[src/logic/axi_delay_defines.svh]
// Field widths of the delayed AXI bus
// Default delay settings for the request and response channels

`ifndef AXI_DELAY_DEFINES_SVH
`define AXI_DELAY_DEFINES_SVH

// AXI field widths
`define AXI_DLY_ID_W   4
`define AXI_DLY_ADDR_W 32
`define AXI_DLY_DATA_W 32
`define AXI_DLY_USER_W 2

// LFSR bits that form one random stall of 0 to 7 cycles
`define AXI_DLY_STALL_BITS 3

// Request channels AW, W and AR
`define AXI_DLY_IN_RANDOM 0
`define AXI_DLY_IN_FIXED  2

// Response channels B and R
`define AXI_DLY_OUT_RANDOM 1
// Only takes effect with random stalls off
`define AXI_DLY_OUT_FIXED  1

`endif

[src/logic/axi_delay_pkg.sv]
// AXI field types, channel payloads and request/response bundles
// State encoding of one delay stage

`include "axi_delay_defines.svh"

package axi_delay_pkg;

  // Field vectors
  typedef logic [`AXI_DLY_ID_W-1:0]     id_t;
  typedef logic [`AXI_DLY_ADDR_W-1:0]   addr_t;
  typedef logic [`AXI_DLY_DATA_W-1:0]   data_t;
  typedef logic [`AXI_DLY_DATA_W/8-1:0] strb_t;
  typedef logic [`AXI_DLY_USER_W-1:0]   user_t;

  // Fixed AXI4 encodings
  typedef logic [7:0] len_t;
  typedef logic [2:0] size_t;
  typedef logic [1:0] burst_t;
  typedef logic [1:0] resp_code_t;

  // Write address
  typedef struct packed {
    id_t    id;
    addr_t  addr;
    len_t   len;
    size_t  size;
    burst_t burst;
    user_t  user;
  } aw_chan_t;

  // Write data
  typedef struct packed {
    data_t data;
    strb_t strb;
    logic  last;
    user_t user;
  } w_chan_t;

  // Write response
  typedef struct packed {
    id_t        id;
    resp_code_t resp;
    user_t      user;
  } b_chan_t;

  // Read address with the same layout as AW
  typedef struct packed {
    id_t    id;
    addr_t  addr;
    len_t   len;
    size_t  size;
    burst_t burst;
    user_t  user;
  } ar_chan_t;

  // Read data
  typedef struct packed {
    id_t        id;
    data_t      data;
    resp_code_t resp;
    logic       last;
    user_t      user;
  } r_chan_t;

  // Everything a master drives
  typedef struct packed {
    aw_chan_t aw;
    logic     aw_valid;
    w_chan_t  w;
    logic     w_valid;
    logic     b_ready;
    ar_chan_t ar;
    logic     ar_valid;
    logic     r_ready;
  } axi_req_t;

  // Everything a slave drives
  typedef struct packed {
    logic    aw_ready;
    logic    w_ready;
    b_chan_t b;
    logic    b_valid;
    logic    ar_ready;
    r_chan_t r;
    logic    r_valid;
  } axi_resp_t;

  // Stage states
  typedef enum logic [1:0] {
    IDLE,
    COUNT,
    PASS
  } delay_state_e;

endpackage

[src/logic/stall_lfsr.sv]
// 16-bit Galois LFSR stepped on demand
// Supplies the random stall counts of one delay stage

module stall_lfsr #(
  parameter logic [15:0] Seed = 16'hace1
) (
  input  logic        clk_i,
  input  logic        rst_n_i,
  input  logic        step_i,
  output logic [15:0] value_o
);

  // Taps 16, 14, 13 and 11 in right-shift form
  localparam logic [15:0] TapMask = 16'hb400;

  logic [15:0] state_q;
  logic [15:0] state_d;

  // An all-zero seed would lock the register
  if (Seed == 16'h0000) begin : gen_seed_check
    $error("stall_lfsr needs a nonzero Seed");
  end

  // Shift right and fold the taps back in when a one drops out
  assign state_d = {1'b0, state_q[15:1]} ^ (state_q[0] ? TapMask : 16'h0000);

  always_ff @(posedge clk_i or negedge rst_n_i) begin
    if (!rst_n_i) begin
      state_q <= Seed;
    end else if (step_i) begin
      state_q <= state_d;
    end
  end

  assign value_o = state_q;

  // Maximal-length sequence keeps away from zero across every step
  a_never_zero : assert property (
    @(posedge clk_i) disable iff (!rst_n_i)
    state_q != 16'h0000
  ) else $error("stall_lfsr reached the all-zero state");

endmodule

[src/logic/stream_delay.sv]
// One valid/ready stage that holds back each beat for a fixed or random count
// Payload passes straight through and the handshake is coupled on both sides

`include "axi_delay_defines.svh"

module stream_delay #(
  parameter type         payload_t   = logic,
  parameter bit          StallRandom = 1'b0,
  parameter int unsigned FixedDelay  = 1,
  parameter logic [15:0] Seed        = 16'hace1
) (
  input  logic     clk_i,
  input  logic     rst_n_i,
  // Upstream side
  input  payload_t payload_i,
  input  logic     valid_i,
  output logic     ready_o,
  // Downstream side
  output payload_t payload_o,
  output logic     valid_o,
  input  logic     ready_i
);

  // Largest count the stage may ever load
  localparam int unsigned MaxDelay =
    StallRandom ? (2 ** `AXI_DLY_STALL_BITS) - 1 : FixedDelay;
  localparam int unsigned CntW = (MaxDelay > 1) ? $clog2(MaxDelay + 1) : 1;

  axi_delay_pkg::delay_state_e state_q;
  axi_delay_pkg::delay_state_e state_d;

  logic [CntW-1:0] cnt_q;
  logic [CntW-1:0] cnt_d;
  logic [CntW-1:0] load_cnt;
  logic            load;

  // A new beat is seen while idle
  assign load = (state_q == axi_delay_pkg::IDLE) && valid_i;

  if (StallRandom) begin : gen_random
    logic [15:0] lfsr_value;

    // New draw for every loaded beat
    stall_lfsr #(
      .Seed ( Seed )
    ) stall_lfsr_i (
      .clk_i,
      .rst_n_i,
      .step_i  ( load       ),
      .value_o ( lfsr_value )
    );

    assign load_cnt = CntW'(lfsr_value[`AXI_DLY_STALL_BITS-1:0]);
  end else begin : gen_fixed
    assign load_cnt = CntW'(FixedDelay);
  end

  assign payload_o = payload_i;

  // Zero count lets the beat through in the same cycle
  assign valid_o = (state_q == axi_delay_pkg::PASS) || (load && (load_cnt == '0));
  assign ready_o = valid_o & ready_i;

  // The loaded cycle already counts as one, so the counter holds D-1
  always_comb begin
    state_d = state_q;
    cnt_d   = cnt_q;
    unique case (state_q)
      axi_delay_pkg::IDLE: begin
        if (valid_i) begin
          if (load_cnt == '0) begin
            // Pass-through beat that got stalled downstream
            if (!ready_i) begin
              state_d = axi_delay_pkg::PASS;
            end
          end else begin
            cnt_d = load_cnt - 1'b1;
            if (cnt_d == '0) begin
              state_d = axi_delay_pkg::PASS;
            end else begin
              state_d = axi_delay_pkg::COUNT;
            end
          end
        end
      end
      axi_delay_pkg::COUNT: begin
        cnt_d = cnt_q - 1'b1;
        if (cnt_d == '0) begin
          state_d = axi_delay_pkg::PASS;
        end
      end
      axi_delay_pkg::PASS: begin
        // Hold valid until downstream takes the beat
        if (ready_i) begin
          state_d = axi_delay_pkg::IDLE;
        end
      end
      default: begin
        state_d = axi_delay_pkg::IDLE;
      end
    endcase
  end

  always_ff @(posedge clk_i or negedge rst_n_i) begin
    if (!rst_n_i) begin
      state_q <= axi_delay_pkg::IDLE;
      cnt_q   <= '0;
    end else begin
      state_q <= state_d;
      cnt_q   <= cnt_d;
    end
  end

  // Upstream never sees a handshake for a beat it does not offer
  a_ready_needs_valid : assert property (
    @(posedge clk_i) disable iff (!rst_n_i)
    ready_o |-> valid_i
  ) else $error("stream_delay raised ready_o without valid_i");

  // A delayed beat is not withdrawn before downstream accepts it
  a_valid_held : assert property (
    @(posedge clk_i) disable iff (!rst_n_i)
    valid_o && !ready_i |=> valid_o
  ) else $error("stream_delay dropped valid_o before ready_i");

endmodule

[src/logic/axi_delayer.sv]
// AXI4 channel delayer between a slave and a master port
// Five independent delay stages with requests forward and responses backward

`include "axi_delay_defines.svh"

module axi_delayer (
  input  logic                    clk_i,
  input  logic                    rst_n_i,
  // Slave port facing the upstream master
  input  axi_delay_pkg::axi_req_t  slv_req_i,
  output axi_delay_pkg::axi_resp_t slv_resp_o,
  // Master port facing the downstream slave
  output axi_delay_pkg::axi_req_t  mst_req_o,
  input  axi_delay_pkg::axi_resp_t mst_resp_i
);

  // AW
  stream_delay #(
    .payload_t   ( axi_delay_pkg::aw_chan_t ),
    .StallRandom ( `AXI_DLY_IN_RANDOM       ),
    .FixedDelay  ( `AXI_DLY_IN_FIXED        ),
    .Seed        ( 16'h1d0f                 )
  ) stream_delay_aw_i (
    .clk_i,
    .rst_n_i,
    .payload_i ( slv_req_i.aw        ),
    .valid_i   ( slv_req_i.aw_valid  ),
    .ready_o   ( slv_resp_o.aw_ready ),
    .payload_o ( mst_req_o.aw        ),
    .valid_o   ( mst_req_o.aw_valid  ),
    .ready_i   ( mst_resp_i.aw_ready )
  );

  // W
  stream_delay #(
    .payload_t   ( axi_delay_pkg::w_chan_t ),
    .StallRandom ( `AXI_DLY_IN_RANDOM      ),
    .FixedDelay  ( `AXI_DLY_IN_FIXED       ),
    .Seed        ( 16'h3a5c                )
  ) stream_delay_w_i (
    .clk_i,
    .rst_n_i,
    .payload_i ( slv_req_i.w        ),
    .valid_i   ( slv_req_i.w_valid  ),
    .ready_o   ( slv_resp_o.w_ready ),
    .payload_o ( mst_req_o.w        ),
    .valid_o   ( mst_req_o.w_valid  ),
    .ready_i   ( mst_resp_i.w_ready )
  );

  // AR
  stream_delay #(
    .payload_t   ( axi_delay_pkg::ar_chan_t ),
    .StallRandom ( `AXI_DLY_IN_RANDOM       ),
    .FixedDelay  ( `AXI_DLY_IN_FIXED        ),
    .Seed        ( 16'h77e1                 )
  ) stream_delay_ar_i (
    .clk_i,
    .rst_n_i,
    .payload_i ( slv_req_i.ar        ),
    .valid_i   ( slv_req_i.ar_valid  ),
    .ready_o   ( slv_resp_o.ar_ready ),
    .payload_o ( mst_req_o.ar        ),
    .valid_o   ( mst_req_o.ar_valid  ),
    .ready_i   ( mst_resp_i.ar_ready )
  );

  // B back toward the slave port
  stream_delay #(
    .payload_t   ( axi_delay_pkg::b_chan_t ),
    .StallRandom ( `AXI_DLY_OUT_RANDOM     ),
    .FixedDelay  ( `AXI_DLY_OUT_FIXED      ),
    .Seed        ( 16'hb2c4                )
  ) stream_delay_b_i (
    .clk_i,
    .rst_n_i,
    .payload_i ( mst_resp_i.b       ),
    .valid_i   ( mst_resp_i.b_valid ),
    .ready_o   ( mst_req_o.b_ready  ),
    .payload_o ( slv_resp_o.b       ),
    .valid_o   ( slv_resp_o.b_valid ),
    .ready_i   ( slv_req_i.b_ready  )
  );

  // R with its own seed so B and R stall apart
  stream_delay #(
    .payload_t   ( axi_delay_pkg::r_chan_t ),
    .StallRandom ( `AXI_DLY_OUT_RANDOM     ),
    .FixedDelay  ( `AXI_DLY_OUT_FIXED      ),
    .Seed        ( 16'he90b                )
  ) stream_delay_r_i (
    .clk_i,
    .rst_n_i,
    .payload_i ( mst_resp_i.r       ),
    .valid_i   ( mst_resp_i.r_valid ),
    .ready_o   ( mst_req_o.r_ready  ),
    .payload_o ( slv_resp_o.r       ),
    .valid_o   ( slv_resp_o.r_valid ),
    .ready_i   ( slv_req_i.r_ready  )
  );

endmodule

[config.mk]
export PLATFORM = sky130hd
export DESIGN_NAME = axi_delayer
export DESIGN_NICKNAME = d
export VERILOG_FILES = /design/src/logic/axi_delay_pkg.sv /design/src/logic/stall_lfsr.sv /design/src/logic/stream_delay.sv /design/src/logic/axi_delayer.sv
export VERILOG_INCLUDE_DIRS = /design/src /design/src/logic
export SDC_FILE = /design/constraint.sdc
export NUM_CORES = 1
export LEC_CHECK = 0
export BUFFER_PORTS_ARGS = -buffer_cell sky130_fd_sc_hd__buf_2
export CAP_MARGIN = 15
export CORE_AREA = 3 3 154 156
export CTS_CLUSTER_SIZE = 14
export DETAILED_ROUTE_END_ITERATION = 10
export DIE_AREA = 0 0 157 159
export PLACE_DENSITY_LB_ADDON = 0.25
export SLEW_MARGIN = 20
export SYNTH_ARGS = -nofsm -noshare
export SYNTH_HDL_FRONTEND = slang
export SYNTH_SLANG_ARGS = --single-unit
[constraint.sdc]
create_clock -name clk_i -period 3.55 [get_ports clk_i]
set_clock_uncertainty 0.1 [all_clocks]
set_input_delay 1.065 -clock clk_i [delete_from_list [all_inputs] [get_ports clk_i]]
set_output_delay 1.065 -clock clk_i [all_outputs]
set_load 0.01 [all_outputs]
== Yosys cells after proc, flatten, opt, wreduce, memory -nomap -nowiden ==
Index checks and enable logic that the tools add are counted.

* Flip-flop bits (word level): 54
* Latch bits: 0
* Bits in writable memories: 0
* Bits in read-only memories: 0
* Bits of input ports: 202
* Output and inout port bits: 200
* Logic and storage cells: 127
* Memories kept: 0

* Add/subtract/negate cells: 7
* $mul: 0
* Div/mod/pow operators: 0
* Magnitude comparators: 0
* Eq/ne operators: 29
* Shift operators: 0
* Multiplexer cells: 37
* Bitwise gates (word level): 7
* Reductions and logical operators: 35

{| class="wikitable"
|+ Operators with widths
! kind !! number
|-
| $mux W2 || 21
|-
| $mux W16 || 2
|-
| $xor A15 B16 Y16 || 2
|-
| $pmux W2 S3 || 5
|-
| $ne A2 B2 Y1 const B || 12
|-
| $logic_not A3 Y1 || 6
|-
| $logic_not A2 Y1 || 8
|-
| $reduce_and A3 Y1 || 5
|-
| $mux W3 || 4
|-
| $pmux W2 S2 || 3
|-
| $pmux W3 S2 || 2
|-
| $sub A3 B1 Y3 const B || 4
|-
| $eq A2 B1 Y1 const B || 5
|-
| $eq A2 B2 Y1 const B || 5
|-
| $ne A2 B1 Y1 const B || 5
|-
| $reduce_bool A2 Y1 || 5
|-
| $reduce_and A4 Y1 || 2
|-
| $ne A3 B3 Y1 const B || 2
|-
| $reduce_and A2 Y1 || 3
|-
| $sub A2 B1 Y2 const B || 3
|-
| $and A1 B1 Y1 || 5
|-
| $logic_and A1 B1 Y1 || 4
|-
| $logic_or A1 B1 Y1 || 2
|}

== Depth between registers and ports, before layout ==
Gate-level depths: netlist of the first run.

* Depth in word-level cells: 6
* Gate-level depth with buffers: 7
* Depth with buffers taken out: 6

== Cells and area by module ==
Synthesis of the first run repeated with hierarchy kept, for this count alone.

* Cell total of the unflattened synthesis: 442
* Area total of the unflattened synthesis: 4,370.4 um^2

{| class="wikitable"
|+ Modules (own cells, without submodules)
! module !! instances !! cells each !! area an instance (um^2) !! seq. area each (um^2)
|-
| stream_delay at stream_delay_ar_i ... || 2 || 67 || 573.0 || 100.1
|-
| stall_lfsr at stream_delay_r_i.gen_random.stall_lfsr_i || 1 || 53 || 753.2 || 410.4
|-
| stall_lfsr at stream_delay_b_i.gen_random.stall_lfsr_i || 1 || 53 || 752.0 || 409.1
|-
| stream_delay at stream_delay_r_i || 1 || 88 || 724.4 || 125.1
|-
| stream_delay at stream_delay_w_i || 1 || 56 || 499.2 || 100.1
|-
| stream_delay at stream_delay_b_i || 1 || 58 || 495.5 || 125.1
|}

== Worst setup path after synthesis of the first run ==
OpenSTA, ideal clock, no wires.

* Kind: in2out
* From: in mst_resp_i[43] (netlist bit)
* To: out mst_req_o[53] (netlist bit)
* Arrival time: 1.534 ns
* Data required time: 2.385 ns
* Slack: 0.851 ns
* Stages: 4
* Path buffers: 1
* Cell sequence: a31oi_1 > nor2_1 > and2_1 > buf_4

* Cells in the longest elaborated chain, start to end: 4

{| class="wikitable"
|+ RTL lines
! item !! line !! RTL
|-
| from (decl) || axi_delayer.sv:14 || <nowiki>input axi_delay_pkg::axi_resp_t mst_resp_i</nowiki>
|-
| $logic_and A1 B1 Y1 || stream_delay.sv:38 || <nowiki>assign load = (state_q == axi_delay_pkg::IDLE) && valid_i;</nowiki>
|-
| $logic_and A1 B1 Y1 || stream_delay.sv:61 || <nowiki>assign valid_o = (state_q == axi_delay_pkg::PASS) || (load && (load_cnt == '0));</nowiki>
|-
| $logic_or A1 B1 Y1 || stream_delay.sv:61 ||
|-
| named net stream_delay_b_i.valid_o || stream_delay.sv:20 || <nowiki>output logic valid_o,</nowiki>
|-
| $and A1 B1 Y1 || stream_delay.sv:62 || <nowiki>assign ready_o = valid_o & ready_i;</nowiki>
|-
| to (decl) || axi_delayer.sv:13 || <nowiki>output axi_delay_pkg::axi_req_t mst_req_o,</nowiki>
|}

The timed path passes the listed nets, and every way through them passes these cells.

==> results of run 1 <==
## cells in the mapped netlist, types with 6 or more instances
cell type | count | area [um2]
mux2_4 | 8 | 120
dfstp_2 | 15 | 394
nand2_1 | 6 | 22.5
xnor2_1 | 10 | 87.6
nor2b_1 | 7 | 43.8
buf_4 | 202 | 1520
nor2_1 | 13 | 48.8
dfrtp_1 | 39 | 976
a21oi_1 | 16 | 80.1
mux2_2 | 16 | 180
ha_1 | 13 | 163
inv_1 | 20 | 75.1
o21ai_0 | 12 | 60.1
## cell type report
cell class / count / area, um2 / area share
clock buffer: 6 / 129 / 0.0393
clock inverter: 2 / 37.5 / 0.0114
inverter: 20 / 75.1 / 0.0229
multi-input combinational: 149 / 1180 / 0.360
sequential: 54 / 1370 / 0.418
tap: 285 / 357 / 0.109
timing repair buffer: 23 / 133 / 0.0404
## report_power, final
group	internal (W)	switching [W]
clock network	0.000334	0.000229
registers	0.000969	0.000254
logic	0.000610	0.000527
## how the worst max path moves through the flow
stage	start	to	slack (ps)	cells after the start
2_1_floorplan	mst_resp_i[43]	mst_req_o[53]	850	4
3_3_place_gp	mst_resp_i[43]	mst_req_o[53]	630	5
3_5_place_dp	mst_resp_i[43]	mst_req_o[53]	620	5
4_1_cts	flop	mst_req_o[53]	610	6
5_1_grt	flop	mst_req_o[53]	490	6
6_report	mst_resp_i[43]	mst_req_o[53]	630	5
## per-stage QoR
stage          hold slack (ps)  cell area (um2)
2_1_floorplan              349             4200
5_1_grt                    395             3280
6_report                   381             3280
4_1_cts                    386             3280
3_5_place_dp               375             3110
3_3_place_gp               366             3110
## cells by family after synthesis
| logic type | synth area share |
|---|---|
| AO/OA/AOI/OAI | 0.0804 |
| flip-flops | 0.326 |
| AND/OR/NAND/NOR | 0.0622 |
| multiplexers | 0.0786 |
| adder cells (fa/ha/maj) | 0.0387 |
| XOR/XNOR | 0.0208 |
| buffers and inverters | 0.393 |
## state kept, by name (all words and copies together), names as in the netlist
name and flops:
stream_delay_ar_i.state_q 2, stream_delay_r_i.gen_random.stall_lfsr_i.value_o 16, stream_delay_aw_i.state_q 2, stream_delay_r_i.cnt_q 3, stream_delay_ar_i.cnt_q 2, stream_delay_w_i.cnt_q 2, stream_delay_r_i.state_q 2, stream_delay_b_i.state_q 2
stream_delay_w_i.state_q 2, stream_delay_aw_i.cnt_q 2, stream_delay_b_i.cnt_q 3, stream_delay_b_i.gen_random.stall_lfsr_i.value_o 16
## worst reg2reg max path, stage by stage (launching register included)
cell and delay (ps):
dfstp_2 620, inv_1 100, ha_1 250, nand2b_1 90, a21oi_1 130, or4_1 430, o211ai_1 100
## cells in the final DEF, fill, tap and decap left out, drive strengths merged, types with 7 or more instances in the layout
cell type / instances
dfrtp: 39
mux2: 24
buf: 23
inv: 20
a21oi: 16
dfstp: 15
nor2: 14
ha: 13
o21ai: 12
xnor2: 10
nor2b: 7
## routing by layer
layer | GRT usage | vias to the layer above | share of wire | wire (um)
met2 | 0.0962 | 121 | 0.48 | 3690
met3 | 0.0342 | 62 | 0.12 | 949
met5 | 0 | - | 0 | 0
met4 | 0.0474 | 0 | 0.058 | 449
met1 | 0.0558 | 883 | 0.34 | 2600
li1 | - | 844 | - | -
==> run_results.csv, run 1 <==
group,metric,value,unit
routing,ant_nets,0,
cells_and_area,syn2layout_area_growth,-21.9,%
pwr,power.density,891,nW/um2
timing,final.period_utilization,0.822,
clock_tree,cts_root_buf,"clkbuf_16",
cells_and_area,drive_above_1_share,0.283,
cells_and_area,insertedDiodeCount,0,
placed_design,port_buffers,21,
routing,drtIter0Drc,64,
floorplanning,start_util,0.187,
global_route,grt_pass1_wl,11.5,mm
logic_synthesis,ys_seq_area_frac,0.326,
timing,slew_viol_final,0,
cells_and_area,fill_cells,2483,
logic_synthesis,ys_types,38,
clock_tree,cts_made_buffers,5,
clock_tree,htreeDepth,2,
clock_tree,cts_buffer_depth,2,
logic_synthesis,ys.flop_type,"dfrtp_1",
routing,wirelength,7.69,mm
timing,setup_viol,0,
timing,slew_headroom,0.654,
worst_setup_path,path_cells,"buf_2 -> a31oi_1 -> nor2_1 -> and2_1 -> buf_2",
floorplanning,die-height,159,um
timing,hold_violations,0,
clock_tree,post_cts_resized,0,
logic_synthesis,synth_edf_count,0,
routing,num_vias,1910,
pwr,total_power,0.00292,W
logic_synthesis,async_flop_share,1.00,
clock_tree,clock_latency,300,ps
worst_setup_path,cp.buffers_inverters,2,
routing,dr.pass1.iters,4,
worst_setup_path,critPathCaptureType,"output pin",
logic_synthesis,synth_area_per_cell,9.68,um2
worst_setup_path,critPathTopFamily,"buffers and inverters",
logic_synthesis,yosys_warnings,0,
timing,worst_pin_slew,519,ps
job,drv_cap,0,
worst_hold_path,hp-class,"reg -> reg",
worst_setup_path,path_class,"in -> out",
cells_and_area,stdcell_count,539,
floorplanning,rows,55,
pwr,p_leak,1.34,nW
clock_tree,cts_tree,"yes",
routing,avgRoutedWirePerCell,14.3,um
worst_setup_path,cp.arrival,1750,ps
worst_setup_path,startpoint_type,"primary input",
clock_tree,cts.sinks,54,
placed_design,placed_cells,531,
global_route,antenna_found_initial,0,
timing,max_freq,343,MHz
cells_and_area,post-route-util,0.146,
worst_hold_path,min_path_cells,2,
placed_design,hpwl,5.92,mm
clock_tree,path_clk_slew,70,ps
clock_tree,hold_buffers,0,
routing,route.detailed.drc,0,
timing,post-route-min-period,2920,ps
clock_tree,postCtsSetupBuffers,0,
floorplanning,die_w,157,um
outcome,status,"finished clean",
floorplanning,core_area,22500,um2
pwr,irDropWorstVdd,0.000288,V
placed_design,pre_cts_slack,625,ps
worst_setup_path,r2r_cells,6,
global_route,grt_max_degree,36,
logic_synthesis,syn_nets,649,
worst_setup_path,crit_path_frequent_cell,"buf_2",
worst_setup_path,worstPathRequired,2380,ps
routing,routed_via_density,3.54,
timing,rsz0062_at_grt,"false",
logic_synthesis,ys_ff_latch,54,
cells_and_area,fin_nets,468,
placed_design,gp_congestion,0.734,
logic_synthesis,syn_inst,434,
worst_setup_path,critPathMaxStageDelay,190,ps
floorplanning,io_pins,402,
worst_setup_path,r2r_slack,1660,ps
floorplanning,dieArea,25000,um2
global_route,track_usage,0.0602,
worst_setup_path,r2r-end,"stream_delay_r_i.cnt_q[2]$_DFFE_PN0P_",
global_route,grt_pass1_vias,2023,
timing,worst_slack,631,ps
global_route,grt-ovfl-total,0,
logic_synthesis,synthesis.area,4200,um2
timing,setup_tns,0,ps
worst_setup_path,worst-path-max-fanout,4,
worst_setup_path,cp_slowest_cell,"and2_1",
(Power assumes the default switching activity.)
==> run 2, diff against run 1 <==
--- a/config.mk
+++ b/config.mk
@@ -6,12 +6,13 @@
 export SDC_FILE = /design/constraint.sdc
 export NUM_CORES = 1
 export LEC_CHECK = 0
+export ABC_AREA = 1
 export BUFFER_PORTS_ARGS = -buffer_cell sky130_fd_sc_hd__buf_2
 export CAP_MARGIN = 15
-export CORE_AREA = 3 3 154 156
+export CORE_AREA = 3 3 156 158
 export CTS_CLUSTER_SIZE = 14
 export DETAILED_ROUTE_END_ITERATION = 10
-export DIE_AREA = 0 0 157 159
+export DIE_AREA = 0 0 159 161
 export PLACE_DENSITY_LB_ADDON = 0.25
 export SLEW_MARGIN = 20
 export SYNTH_ARGS = -nofsm -noshare
==> constraint.sdc (replaced) <==
create_clock -name clk_i -period 2.4 [get_ports clk_i]
set_clock_uncertainty 0.1 [all_clocks]
set_input_delay 0.72 -clock clk_i [delete_from_list [all_inputs] [get_ports clk_i]]
set_output_delay 0.72 -clock clk_i [all_outputs]
set_load 0.01 [all_outputs]
==> run 2 against run 1 <==
Effect of this change:
- clock power up 32%
- core utilization grew 0.73 points
- non-clock buffer count is 10 higher
- highest routed layer unchanged
- synthesized cell count increased by 23%
- cell area is 8.5% higher
- largest power group is now combinational cells
- critical path depth increased by 2
- sequential share of layout area shrank 3.3 points
- sequential cell count did not move
- via count increased by 24%
- power up 51%
==> run_results.csv, run 2 <==
group,metric,value,unit
logic_synthesis,synth_common_cells,"buf_4, nand2_1, inv_1",
worst_setup_path,worstPathRequired,1580,ps
clock_tree,hold_buffers,0,
worst_setup_path,path_class,"reg -> out",
clock_tree,cts_tree,"yes",
routing,num_vias,2374,
logic_synthesis,ys.flop_type,"dfrtp_1",
logic_synthesis,ys_ff_latch,54,
routing,route.detailed.drc,0,
cells_and_area,syn2layout_area_growth,-17.1,%
worst_hold_path,hp-class,"in -> async",
outcome,status,"finished clean",
timing,worst_pin_slew,328,ps
global_route,grt_pass1_vias,2315,
placed_design,pre_cts_slack,109,ps
routing,avgRoutedWirePerCell,14.5,um
clock_tree,cts_made_buffers,5,
worst_setup_path,cp.arrival,1520,ps
logic_synthesis,synthesis.area,4300,um2
cells_and_area,register_area,1370,um2
logic_synthesis,syn_inst,532,
global_route,grt_pass1_wl,14.4,mm
worst_setup_path,worst-path-max-fanout,4,
floorplanning,rows,56,
cells_and_area,fin_nets,582,
cells_and_area,multi_input_comb_area,1240,um2
worst_setup_path,critPathCaptureType,"output pin",
worst_setup_path,r2r_cells,7,
timing,worst_slack,62.9,ps
routing,dr.pass1.iters,4,
floorplanning,dieArea,25600,um2
logic_synthesis,synth_compound_area_frac,0.0644,
floorplanning,die-height,161,um
global_route,track_usage,0.0743,
cells_and_area,drive_above_1_share,0.242,
placed_design,hpwl,7.74,mm
floorplanning,io_pins,402,
pwr,irDropWorstVdd,0.000328,V
logic_synthesis,yosys_warnings,0,
worst_setup_path,startpoint_type,"flop",
pwr,power.density,1240,nW/um2
logic_synthesis,synth.area.mux_share,0,
cells_and_area,insertedDiodeCount,0,
logic_synthesis,synth_fa_ha_area_frac,0.0379,
floorplanning,die_w,159,um
routing,routed_via_density,3.46,
timing,setup_viol,0,
routing,wl_met1,3.28,mm
logic_synthesis,syn_nets,747,
routing,wirelength,9.98,mm
logic_synthesis,synth_top_family_by_area,"buffers and inverters",
job,drv_cap,0,
cells_and_area,mostFrequentLayoutCells,"nand2_1, inv_1, dfrtp_1, o21ai_0, buf_2",
global_route,grt-ovfl-total,0,
routing,dr_wl_met3,2.22,mm
routing,highest_layer,"met4",
clock_tree,cts_buffer_depth,2,
logic_synthesis,synth-simple-area-share,0.156,
logic_synthesis,async_flop_share,1.00,
placed_design,port_buffers,21,
timing,post-route-min-period,2340,ps
logic_synthesis,synthTopCellsByArea,"buf_4, dfrtp_1, nand2_1",
logic_synthesis,synth_area_per_cell,8.08,um2
logic_synthesis,ys_seq_area_frac,0.319,
cells_and_area,fill_cells,2680,
routing,drtIter0Drc,95,
timing,slew_headroom,0.781,
clock_tree,cts.sinks,54,
pwr,p_leak,1.66,nW
logic_synthesis,yosysMostFrequentCell,"buf_4",
global_route,antenna_found_initial,0,
global_route,grt_max_degree,31,
timing,hold_violations,0,
routing,ant_nets,0,
clock_tree,path_clk_slew,80,ps
timing,max_freq,428,MHz
timing,setup_tns,0,ps
floorplanning,core_area,23300,um2
logic_synthesis,yosys.area.top_type,"buf_4",
cells_and_area,layout_commonest_cell,"nand2_1",
clock_tree,htreeDepth,2,
logic_synthesis,synthXorXnorAreaFrac,0.0163,
floorplanning,start_util,0.185,
clock_tree,cts_root_buf,"clkbuf_16",
routing,wl_met2,3.77,mm
logic_synthesis,ys_types,26,
logic_synthesis,synth_edf_count,0,
logic_synthesis,synth_top_area_share,0.351,
timing,final.period_utilization,0.974,
clock_tree,clock_latency,300,ps
placed_design,gp_congestion,0.750,
timing,slew_viol_final,0,
run 2: area by class of cell:
cell class | instances | share of cell area
well taps | 319 | 0.112
multi-input cells | 220 | 0.348
clock inverters | 2 | 0.00422
inverters | 53 | 0.0566
flip-flops and latches | 54 | 0.385
repair buffers | 33 | 0.0583
clock buffers | 6 | 0.0362
run 2: path summary, 6_finish.rpt:
path | start | end | slack [ps]
worst max-delay path | flop | mst_req_o[53] | 60
worst min-delay path | rst_n_i | stream_delay_ar_i.state_q[0]$_DFFE_PN0P_ | 220
worst max register to register | flop | stream_delay_b_i.cnt_q[1]$_DFFE_PN0P_ | 740
worst min register to register | flop | flop | 360
max in group asynchronous | rst_n_i | async pin | 1430
min in group clk_i | flop | flop | 360
run 2: metal layers:
layer	global-route usage	up-vias
li1	-	1099
met1	0.0673	1026
met2	0.0941	194
met3	0.0816	55
met4	0.0521	0
met5	0.0170	-
run 2: cells by family after synthesis:
kind of cell / after synthesis
and+or+nand+nor: 152
AOI/OAI and AO/OA: 47
buffers and inverters: 258
DFF: 54
adders and majority gates: 13
xor gates and xnor gates: 8
run 2: per-stage QoR:
| step | instances | hold slack [ps] | utilization | instance area (um2) | power, W |
|---|---|---|---|---|---|
| floorplan | 532 | 324 | - | 4300 | 0.00340 |
| global placement | 673 | 354 | 0.142 | 3310 | 0.00343 |
| detailed placement | 673 | 359 | 0.142 | 3310 | 0.00346 |
| CTS | 683 | 222 | 0.150 | 3500 | 0.00432 |
| global route | 687 | 233 | 0.153 | 3560 | 0.00486 |
| finish | 687 | 218 | 0.153 | 3560 | 0.00440 |
run 2: power by group:
group | switching, W | internal, W | total (W)
Sequential | 0.000255 | 0.00136 | 0.00161
Clock | 0.000353 | 0.000389 | 0.000741
Combinational | 0.00118 | 0.000861 | 0.00205
run 2: worst max-delay path: stages (launching register included):
cell,delay (ps)
dfrtp_1,390
inv_2,100
ha_4,150
nand2_4,60
nor2_4,130
nand2_2,70
a21oi_2,150
buf_2,160
run 2: what timing repair did:
| item | CTS | global route |
|---|---|---|
| pin swaps | 2 | 3 |
| gates cloned | 0 | 0 |
| setup endpoints to repair | 3 | 3 |
| gates resized for setup | 11 | 9 |
| buffers inserted | 2 | 4 |
